File: src/rtl/core_pkg.sv
package core_pkg;

//----------------------------------------------------------------------
// Widths and fetch front end sizing
//----------------------------------------------------------------------
localparam int XLEN            = 32;
localparam int IMEM_AWIDTH     = XLEN;
localparam int IMEM_DWIDTH     = XLEN;

localparam logic [XLEN-1:0] CORE_BOOT_ADDR = 32'h0000_0200;   // First fetch after reset

localparam int RST_SYNC_STAGES = 2;     // Core reset release to qualifier
localparam int IQ_DEPTH        = 4;
localparam int IQ_CNT_W        = 3;     // Holds 0..IQ_DEPTH
localparam int IQ_PTR_W        = $clog2(IQ_DEPTH);

//----------------------------------------------------------------------
// Memory interface encodings
//----------------------------------------------------------------------
typedef enum logic {
    MEM_CMD_RD = 1'b0,
    MEM_CMD_WR = 1'b1
} mem_cmd_e;

// Response phase, IDLE means no response this cycle
typedef enum logic [1:0] {
    MEM_RESP_IDLE   = 2'b00,
    MEM_RESP_RDY_OK = 2'b01,
    MEM_RESP_RDY_ER = 2'b10
} mem_resp_e;

//----------------------------------------------------------------------
// Bundles
//----------------------------------------------------------------------
typedef struct packed {
    logic                   req;
    mem_cmd_e               cmd;
    logic [IMEM_AWIDTH-1:0] addr;
} imem_req_s;

typedef struct packed {
    logic                   req_ack;
    logic [IMEM_DWIDTH-1:0] rdata;
    mem_resp_e              resp;
} imem_resp_s;

// Single cycle pulse from the branch side
typedef struct packed {
    logic            valid;
    logic [XLEN-1:0] target;
} fetch_redirect_s;

typedef struct packed {
    logic [XLEN-1:0] pc;
    logic [XLEN-1:0] instr;
    logic            err;       // Bus error on this fetch
} instr_s;

endpackage : core_pkg

File: src/rtl/core_reset_ctrl.sv
`timescale 1ns/10ps

module core_reset_ctrl import core_pkg::*; (
    input  logic clk_i,
    input  logic rst_n_i,           // Regular reset
    input  logic cpu_rst_n_i,       // CPU reset
    output logic core_rst_n_o,
    output logic core_rdc_qlfy_o
);

//----------------------------------------------------------------------
// Local signals
//----------------------------------------------------------------------
logic                       rst_n_in;
logic [RST_SYNC_STAGES-1:0] qlfy_sync_q;

// Both sources are synchronous to clk_i
assign rst_n_in = rst_n_i & cpu_rst_n_i;

//----------------------------------------------------------------------
// Core reset register
//----------------------------------------------------------------------
always_ff @(posedge clk_i) begin
    core_rst_n_o <= rst_n_in;
end

//----------------------------------------------------------------------
// Qualifier delay chain
//----------------------------------------------------------------------
// Cleared from the raw inputs so it falls on the same edge as core_rst_n_o
always_ff @(posedge clk_i) begin
    if (!rst_n_in) begin
        qlfy_sync_q <= '0;
    end else begin
        qlfy_sync_q[0] <= core_rst_n_o;
        for (int i = 1; i < RST_SYNC_STAGES; i++) begin
            qlfy_sync_q[i] <= qlfy_sync_q[i-1];
        end
    end
end

assign core_rdc_qlfy_o = qlfy_sync_q[RST_SYNC_STAGES-1];

//----------------------------------------------------------------------
// Checks
//----------------------------------------------------------------------
a_qlfy_in_rst: assert property (@(posedge clk_i)
    !core_rst_n_o |-> !core_rdc_qlfy_o)
    else $error("RDC qualifier high while core reset is active");

endmodule : core_reset_ctrl

File: src/rtl/ifu_fetch_ctrl.sv
`timescale 1ns/10ps

module ifu_fetch_ctrl import core_pkg::*; (
    input  logic                clk_i,
    input  logic                core_rst_n_i,
    input  logic                rdc_qlfy_i,
    // Instruction memory
    output imem_req_s           imem_req_o,
    input  imem_resp_s          imem_resp_i,
    // Redirect from the branch side
    input  fetch_redirect_s     redirect_i,
    // Instruction queue
    input  logic [IQ_CNT_W-1:0] iq_cnt_i,
    output logic                iq_push_o,
    output logic                iq_flush_o,
    output instr_s              iq_data_o
);

//----------------------------------------------------------------------
// Local signals
//----------------------------------------------------------------------
logic                   fetch_en_q;
logic [XLEN-1:0]        fetch_addr_q;
logic [IQ_CNT_W-1:0]    inflight_q;     // Requests whose data is wanted
logic [IQ_CNT_W-1:0]    discard_q;      // Requests issued before a redirect
logic [IQ_CNT_W+1:0]    occupancy;

logic [XLEN-1:0]        pc_fifo [IQ_DEPTH];
logic [IQ_PTR_W-1:0]    pc_wr_ptr_q;
logic [IQ_PTR_W-1:0]    pc_rd_ptr_q;

logic                   req_acc;
logic                   resp_vld;
logic                   resp_drop;
logic                   resp_take;

//----------------------------------------------------------------------
// Request side
//----------------------------------------------------------------------
// Outstanding plus queued never exceeds the queue depth
assign occupancy = (IQ_CNT_W+2)'(inflight_q) + (IQ_CNT_W+2)'(discard_q)
                 + (IQ_CNT_W+2)'(iq_cnt_i);

always_comb begin
    imem_req_o.req  = fetch_en_q & (occupancy < (IQ_CNT_W+2)'(IQ_DEPTH));
    imem_req_o.cmd  = MEM_CMD_RD;
    imem_req_o.addr = fetch_addr_q;
end

assign req_acc   = imem_req_o.req & imem_resp_i.req_ack;
assign resp_vld  = (imem_resp_i.resp != MEM_RESP_IDLE);
assign resp_drop = resp_vld & (discard_q != '0);
assign resp_take = resp_vld & (discard_q == '0);

always_ff @(posedge clk_i) begin
    if (!core_rst_n_i) begin
        fetch_en_q   <= 1'b0;
        fetch_addr_q <= CORE_BOOT_ADDR;
    end else begin
        fetch_en_q <= rdc_qlfy_i;           // One cycle after the qualifier
        if (redirect_i.valid) begin
            fetch_addr_q <= redirect_i.target;
        end else if (req_acc) begin
            fetch_addr_q <= fetch_addr_q + XLEN'(4);
        end
    end
end

//----------------------------------------------------------------------
// Outstanding request tracking
//----------------------------------------------------------------------
always_ff @(posedge clk_i) begin
    if (!core_rst_n_i) begin
        inflight_q <= '0;
        discard_q  <= '0;
    end else if (redirect_i.valid) begin
        // Everything in flight, including a request taken now, is stale
        inflight_q <= '0;
        discard_q  <= discard_q + inflight_q + IQ_CNT_W'(req_acc)
                    - IQ_CNT_W'(resp_vld);
    end else begin
        inflight_q <= inflight_q + IQ_CNT_W'(req_acc) - IQ_CNT_W'(resp_take);
        discard_q  <= discard_q - IQ_CNT_W'(resp_drop);
    end
end

// Addresses of wanted requests, oldest at the read pointer
always_ff @(posedge clk_i) begin
    if (!core_rst_n_i || redirect_i.valid) begin
        pc_wr_ptr_q <= '0;
        pc_rd_ptr_q <= '0;
    end else begin
        if (req_acc) begin
            pc_wr_ptr_q <= pc_wr_ptr_q + IQ_PTR_W'(1);
        end
        if (resp_take) begin
            pc_rd_ptr_q <= pc_rd_ptr_q + IQ_PTR_W'(1);
        end
    end
end

always_ff @(posedge clk_i) begin
    if (req_acc) begin
        pc_fifo[pc_wr_ptr_q] <= fetch_addr_q;
    end
end

//----------------------------------------------------------------------
// Queue side
//----------------------------------------------------------------------
assign iq_push_o  = resp_take & ~redirect_i.valid;
assign iq_flush_o = redirect_i.valid;

always_comb begin
    iq_data_o.pc    = pc_fifo[pc_rd_ptr_q];
    iq_data_o.instr = imem_resp_i.rdata;
    iq_data_o.err   = (imem_resp_i.resp == MEM_RESP_RDY_ER);
end

//----------------------------------------------------------------------
// Checks
//----------------------------------------------------------------------
a_resp_expected: assert property (@(posedge clk_i) disable iff (!core_rst_n_i)
    resp_vld |-> (inflight_q != '0) || (discard_q != '0))
    else $error("IMEM response with no request outstanding");

a_addr_hold: assert property (@(posedge clk_i) disable iff (!core_rst_n_i)
    (imem_req_o.req && !imem_resp_i.req_ack && !redirect_i.valid)
    |=> imem_req_o.req && $stable(imem_req_o.addr))
    else $error("IMEM request dropped or address changed before acknowledge");

endmodule : ifu_fetch_ctrl

File: src/rtl/ifu_instr_queue.sv
`timescale 1ns/10ps

module ifu_instr_queue import core_pkg::*; (
    input  logic                clk_i,
    input  logic                core_rst_n_i,
    input  logic                push_i,
    input  logic                flush_i,
    input  instr_s              data_i,
    output logic [IQ_CNT_W-1:0] cnt_o,
    output instr_s              out_o,
    output logic                out_valid_o,
    input  logic                out_ready_i
);

//----------------------------------------------------------------------
// Storage and pointers
//----------------------------------------------------------------------
instr_s                 mem [IQ_DEPTH];
logic [IQ_PTR_W-1:0]    wr_ptr_q;
logic [IQ_PTR_W-1:0]    rd_ptr_q;
logic [IQ_CNT_W-1:0]    cnt_q;
logic                   pop;

assign pop         = out_valid_o & out_ready_i;
assign out_valid_o = (cnt_q != '0);
assign out_o       = mem[rd_ptr_q];     // Head entry
assign cnt_o       = cnt_q;

always_ff @(posedge clk_i) begin
    if (!core_rst_n_i) begin
        wr_ptr_q <= '0;
        rd_ptr_q <= '0;
        cnt_q    <= '0;
    end else if (flush_i) begin
        // Redirect drops all queued words
        wr_ptr_q <= '0;
        rd_ptr_q <= '0;
        cnt_q    <= '0;
    end else begin
        if (push_i) begin
            wr_ptr_q <= wr_ptr_q + IQ_PTR_W'(1);
        end
        if (pop) begin
            rd_ptr_q <= rd_ptr_q + IQ_PTR_W'(1);
        end
        cnt_q <= cnt_q + IQ_CNT_W'(push_i) - IQ_CNT_W'(pop);
    end
end

always_ff @(posedge clk_i) begin
    if (push_i && !flush_i) begin
        mem[wr_ptr_q] <= data_i;
    end
end

//----------------------------------------------------------------------
// Checks
//----------------------------------------------------------------------
// Fetch side reserves a slot for every request it issues
a_no_overflow: assert property (@(posedge clk_i) disable iff (!core_rst_n_i)
    push_i |-> cnt_q != IQ_CNT_W'(IQ_DEPTH))
    else $error("Push into a full instruction queue");

a_out_hold: assert property (@(posedge clk_i) disable iff (!core_rst_n_i)
    (out_valid_o && !out_ready_i && !flush_i) |=> out_valid_o && $stable(out_o))
    else $error("Queue output changed while stalled");

endmodule : ifu_instr_queue

File: src/rtl/core_top.sv
`timescale 1ns/10ps

module core_top import core_pkg::*; (
    input  logic            clk_i,
    input  logic            rst_n_i,            // Regular reset
    input  logic            cpu_rst_n_i,        // CPU reset
    output logic            core_rst_n_o,
    output logic            core_rdc_qlfy_o,
    // Instruction memory
    output imem_req_s       imem_req_o,
    input  imem_resp_s      imem_resp_i,
    // Fetch redirect
    input  fetch_redirect_s redirect_i,
    // Instruction stream out
    output instr_s          instr_o,
    output logic            instr_valid_o,
    input  logic            instr_ready_i
);

//----------------------------------------------------------------------
// Local signals
//----------------------------------------------------------------------
logic                   iq_push;
logic                   iq_flush;
instr_s                 iq_data;
logic [IQ_CNT_W-1:0]    iq_cnt;

//----------------------------------------------------------------------
// Reset control
//----------------------------------------------------------------------
core_reset_ctrl i_reset_ctrl (
    .clk_i              (clk_i          ),
    .rst_n_i            (rst_n_i        ),
    .cpu_rst_n_i        (cpu_rst_n_i    ),
    .core_rst_n_o       (core_rst_n_o   ),
    .core_rdc_qlfy_o    (core_rdc_qlfy_o)
);

//----------------------------------------------------------------------
// Fetch front end
//----------------------------------------------------------------------
ifu_fetch_ctrl i_fetch_ctrl (
    .clk_i              (clk_i          ),
    .core_rst_n_i       (core_rst_n_o   ),
    .rdc_qlfy_i         (core_rdc_qlfy_o),
    .imem_req_o         (imem_req_o     ),
    .imem_resp_i        (imem_resp_i    ),
    .redirect_i         (redirect_i     ),
    .iq_cnt_i           (iq_cnt         ),
    .iq_push_o          (iq_push        ),
    .iq_flush_o         (iq_flush       ),
    .iq_data_o          (iq_data        )
);

ifu_instr_queue i_instr_queue (
    .clk_i              (clk_i          ),
    .core_rst_n_i       (core_rst_n_o   ),
    .push_i             (iq_push        ),
    .flush_i            (iq_flush       ),
    .data_i             (iq_data        ),
    .cnt_o              (iq_cnt         ),
    .out_o              (instr_o        ),
    .out_valid_o        (instr_valid_o  ),
    .out_ready_i        (instr_ready_i  )
);

endmodule : core_top

File: config.mk
export PLATFORM = sky130hd
export DESIGN_NAME = core_top
export DESIGN_NICKNAME = d
export VERILOG_FILES = /design/src/rtl/core_pkg.sv /design/src/rtl/core_reset_ctrl.sv /design/src/rtl/ifu_fetch_ctrl.sv /design/src/rtl/ifu_instr_queue.sv /design/src/rtl/core_top.sv
export SDC_FILE = /design/constraint.sdc
export NUM_CORES = 1
export LEC_CHECK = 0
export ABC_AREA = 1
export BUFFER_PORTS_ARGS = -buffer_cell sky130_fd_sc_hd__buf_4
export CORE_MARGIN = 10
export CORE_UTILIZATION = 50
export CTS_CLUSTER_DIAMETER = 30
export DETAILED_ROUTE_END_ITERATION = 8
export GPL_TIMING_DRIVEN = 1
export PLACE_DENSITY_LB_ADDON = 0.05
export SYNTH_ARGS = -nofsm -noshare
export SYNTH_HDL_FRONTEND = slang
export SYNTH_SLANG_ARGS = --single-unit
File: constraint.sdc
create_clock -name clk_i -period 4.45 [get_ports clk_i]
set_clock_uncertainty 0.15 [all_clocks]
set_input_delay 0.6675 -clock clk_i [delete_from_list [all_inputs] [get_ports clk_i]]
set_output_delay 0.6675 -clock clk_i [all_outputs]
set_load 0.05 [all_outputs]
==> results.py <==
metrics = {
    "pwr": {
        "leakagePower_uw": 0.00836,
        "p_sw_uw": 2660,
        "p_sw_share_pct": 22.3,
        "combPwrFrac_pct": 5.3,
        "p_int_uw": 9280,
        "p_per_area_mw_per_mm2": 521,
        "peakVddDrop_mv": 0.458,
        "p_clk_share_pct": 55.5,
        "seqPwrFrac_pct": 39.1,
    },
    "hold_path": {
        "hold_path.class": "input port to flop",
    },
    "detailed_routing": {
        "via_count": 12100,
        "ant_nets": 0,
        "initialDrtViolationCount": 834,
        "drc_errors": 0,
        "routed_via_density": 5.34,
        "wl_mm": 42.2,
        "dr.pass1.iters": 5,
        "wl_per_cell_um": 18.6,
    },
    "logic_synthesis": {
        "syn_nets": 1616,
        "synth_common_cells": "388 x edfxtp_1, 274 x nor2_1, 219 x o21ai_0",
        "synth_cell_type_count": 34,
        "synth_top_area_share_pct": 64.9,
        "ys_warn_count": 0,
        "synth_area_leaders": "edfxtp_1 65%, dfxtp_1 6.4%, o21ai_0 6.1%",
        "yosysSeqAreaShare_pct": 71.2,
        "ys_ff_latch": 445,
        "syn_area_mm2": 0.0180,
        "yosys.cell_count.top_type": "edfxtp_1",
        "synth-edff-count": 388,
        "syn_area_per_cell_um2": 11.8,
        "netlist_instances": 1517,
        "async_reset_ff_share_pct": 0,
        "synth_ff_type": "edfxtp_1",
        "yosys.area.top_type": "edfxtp_1",
    },
    "grt": {
        "antenna_found_initial": 0,
        "grt_overflow": 0,
        "track_usage_pct": 18.9,
        "first_global_vias": 11900,
        "grt_max_degree": 75,
        "grt_pass1_wl_mm": 66.1,
    },
    "sta": {
        "hold_slack_ps": 131,
        "period_minus_slack_ps": 3500,
        "rsz0062_at_grt": "no",
        "finalSetupViolations": 0,
        "final-max-slew-violation-count": 0,
        "final-hold-violation-count": 0,
        "fin_ws_ps": 950,
        "fin_crit_sh_pct": 78.7,
        "fmax_mhz": 286,
        "worst_pin_slew_ps": 762,
        "maxSlewHeadroom_pct": 49.0,
    },
    "floorplanning": {
        "start_util_pct": 50.6,
        "die_x_um": 210,
        "die_area_mm2": 0.0439,
        "boundaryPins": 174,
        "rows": 69,
        "die_h_um": 210,
        "core-area_mm2": 0.0355,
    },
    "worst_setup_path": {
        "critPathLaunchType": "flop",
        "critPathBufInv": 1,
        "crit_required_ps": 4820,
        "cpMostUsedCell": "fa_1",
        "path_class": "flop to flop",
        "worst_setup_path_end_kind": "flop",
        "cp_slowest_stage_delay_ps": 460,
        "crit_arrival_ps": 3870,
        "path_cells": "ha_1 -> fa_1 -> xor2_1 -> ha_1 -> nor3_2 -> nand2_1 -> nor2_4 -> nand2_4 -> inv_1 -> fa_1 -> fa_1 -> xnor2_1 -> nand2_1 -> a21oi_1",
        "crit_fanout": 30,
        "cpMaxStageDelayCell": "fa_1",
        "critical_path.top_delay_family": "adder cells",
    },
    "place": {
        "dpl.cell_count": 2102,
        "portBuffers": 172,
        "hpwl_mm": 26.1,
        "place_ws_ps": 963,
        "gp_congestion": 0.882,
    },
    "layout": {
        "finalNonFillerCells": 2271,
        "nFillCells": 2731,
        "area_delta_synth_final_pct": 27.6,
        "drive_above_1_share_pct": 20.8,
        "nNetsFinal": 1833,
    },
    "flow_run": {
        "cap_violations": 0,
    },
    "clock_tree": {
        "hold_buffers": 0,
        "cts.sinks": 445,
        "tritoncts": "done",
        "path_clk_slew_ps": 50,
        "postCtsSetupBuffers": 0,
        "cts-root-buf": "clkbuf_16",
        "numCtsBuffers": 91,
        "clkLatencyLatePin_ps": 600,
        "cts.htree.levels": 3,
        "cts-resized-gates": 0,
        "cts_max_path_buffers": 3,
    },
    "run_status": {
        "status": "finished clean",
    },
}
flip-flops by register name, indices dropped and copies added (netlist names), named ones only:
signal	count
i_fetch_ctrl.pc_wr_ptr_q	2
i_reset_ctrl.core_rst_n_o	1
i_fetch_ctrl.fetch_en_q	1
i_reset_ctrl.qlfy_sync_q	2
i_fetch_ctrl.inflight_q	3
i_fetch_ctrl.fetch_addr_q	32
i_instr_queue.mem	260
i_instr_queue.wr_ptr_q	2
i_fetch_ctrl.pc_fifo	128
i_fetch_ctrl.discard_q	3
i_instr_queue.cnt_o	3
i_instr_queue.rd_ptr_q	2
i_fetch_ctrl.pc_rd_ptr_q	2
worst reg2reg max path, delay by kind of cell (launching register included):
kind | cells | cell delay [ps]
and+or+nand+nor | 5 | 540
xor gates and xnor gates | 2 | 310
buffers and inverters | 1 | 200
DFF | 1 | 340
adders and majority gates | 5 | 1730
AOI/OAI and AO/OA | 1 | 130
layout make-up:
cell class	count	area (µm²)	area share, %
repair buffers	202	1600	7.00
diodes	1	2.50	0.0109
clock inverters	66	752	3.28
clock buffers	102	2320	10.1
flip-flops and latches	445	12800	55.8
inverters	79	298	1.30
well taps	461	577	2.52
multi-input cells	915	4570	19.9
cells in the final DEF (no fill, tap or decap), types with 2 or more instances in the layout:
cell / count
o21ai_1: 2
nand3b_1: 11
nand2_2: 3
inv_6: 8
fa_1: 5
ha_1: 22
clkinv_1: 16
o22ai_1: 97
inv_1: 73
xnor2_1: 8
clkbuf_16: 91
clkinvlp_4: 10
buf_12: 7
inv_16: 3
nor2_1: 266
dfxtp_1: 54
nand2_1: 182
bufinv_16: 12
dfxtp_2: 2
nand4_1: 2
edfxtp_1: 388
o21ai_0: 219
nor2_4: 6
buf_4: 195
a21oi_1: 36
clkinv_8: 2
xor2_1: 10
clkinv_4: 4
clkbuf_1: 11
clkinv_2: 15
nand3_1: 28
nor2_2: 11
inv_2: 2
final timing paths:
check / endpoint / startpoint / slack [ps] / cells after the start
worst max-delay path: i_fetch_ctrl.discard_q[2] / i_fetch_ctrl.inflight_q[0] / 950 / 14
worst min-delay path: i_instr_queue.mem[0][17] / imem_resp_i[18] / 130 / 1
worst max register to register: i_fetch_ctrl.discard_q[2] / i_fetch_ctrl.inflight_q[0] / 950 / 14
worst min register to register: i_reset_ctrl.qlfy_sync_q[1] / i_reset_ctrl.qlfy_sync_q[0] / 280 / 2
per-layer routing:
metal	global-route usage (%)	part of all wire [%]	up-vias
met5	0	0	-
met3	4.71	7.0	47
met2	29.4	46	382
met4	6.15	1.5	0
met1	25.5	45	5843
li1	-	-	5856
metrics by stage:
stage / cell area (µm²) / utilization (%) / total power [µW] / TNS, ps
detailed placement: 19800 / 55.9 / 5390 / 0
global placement: 19800 / 55.9 / 5380 / 0
finish: 22900 / 64.6 / 11900 / 0
floorplan: 18000 / - / 5140 / -33550
global route: 22900 / 64.6 / 12300 / 0
CTS: 22900 / 64.6 / 12000 / 0
power groups by stage:
stage,clock network [µW],registers [µW],logic [µW]
2_1_floorplan,0,4770,370
5_1_grt,6960,4670,693
3_5_place_dp,0,4740,645
4_1_cts,6730,4670,648
3_3_place_gp,0,4740,641
6_report,6630,4670,638
cells by family (layout without fill, tap and decap cells):
group	count (synthesis)	in the layout	synth area share [%]
AND/OR/NAND/NOR	512	512	11.5
adder cells (fa/ha/maj)	27	27	2.09
AO/OA/AOI/OAI	357	357	10.7
buffers and inverters	157	449	3.59
XOR/XNOR	18	18	0.877
other	1	2	0.0209
flip-flops	445	445	71.2
Power figures use the tool's default switching activity.
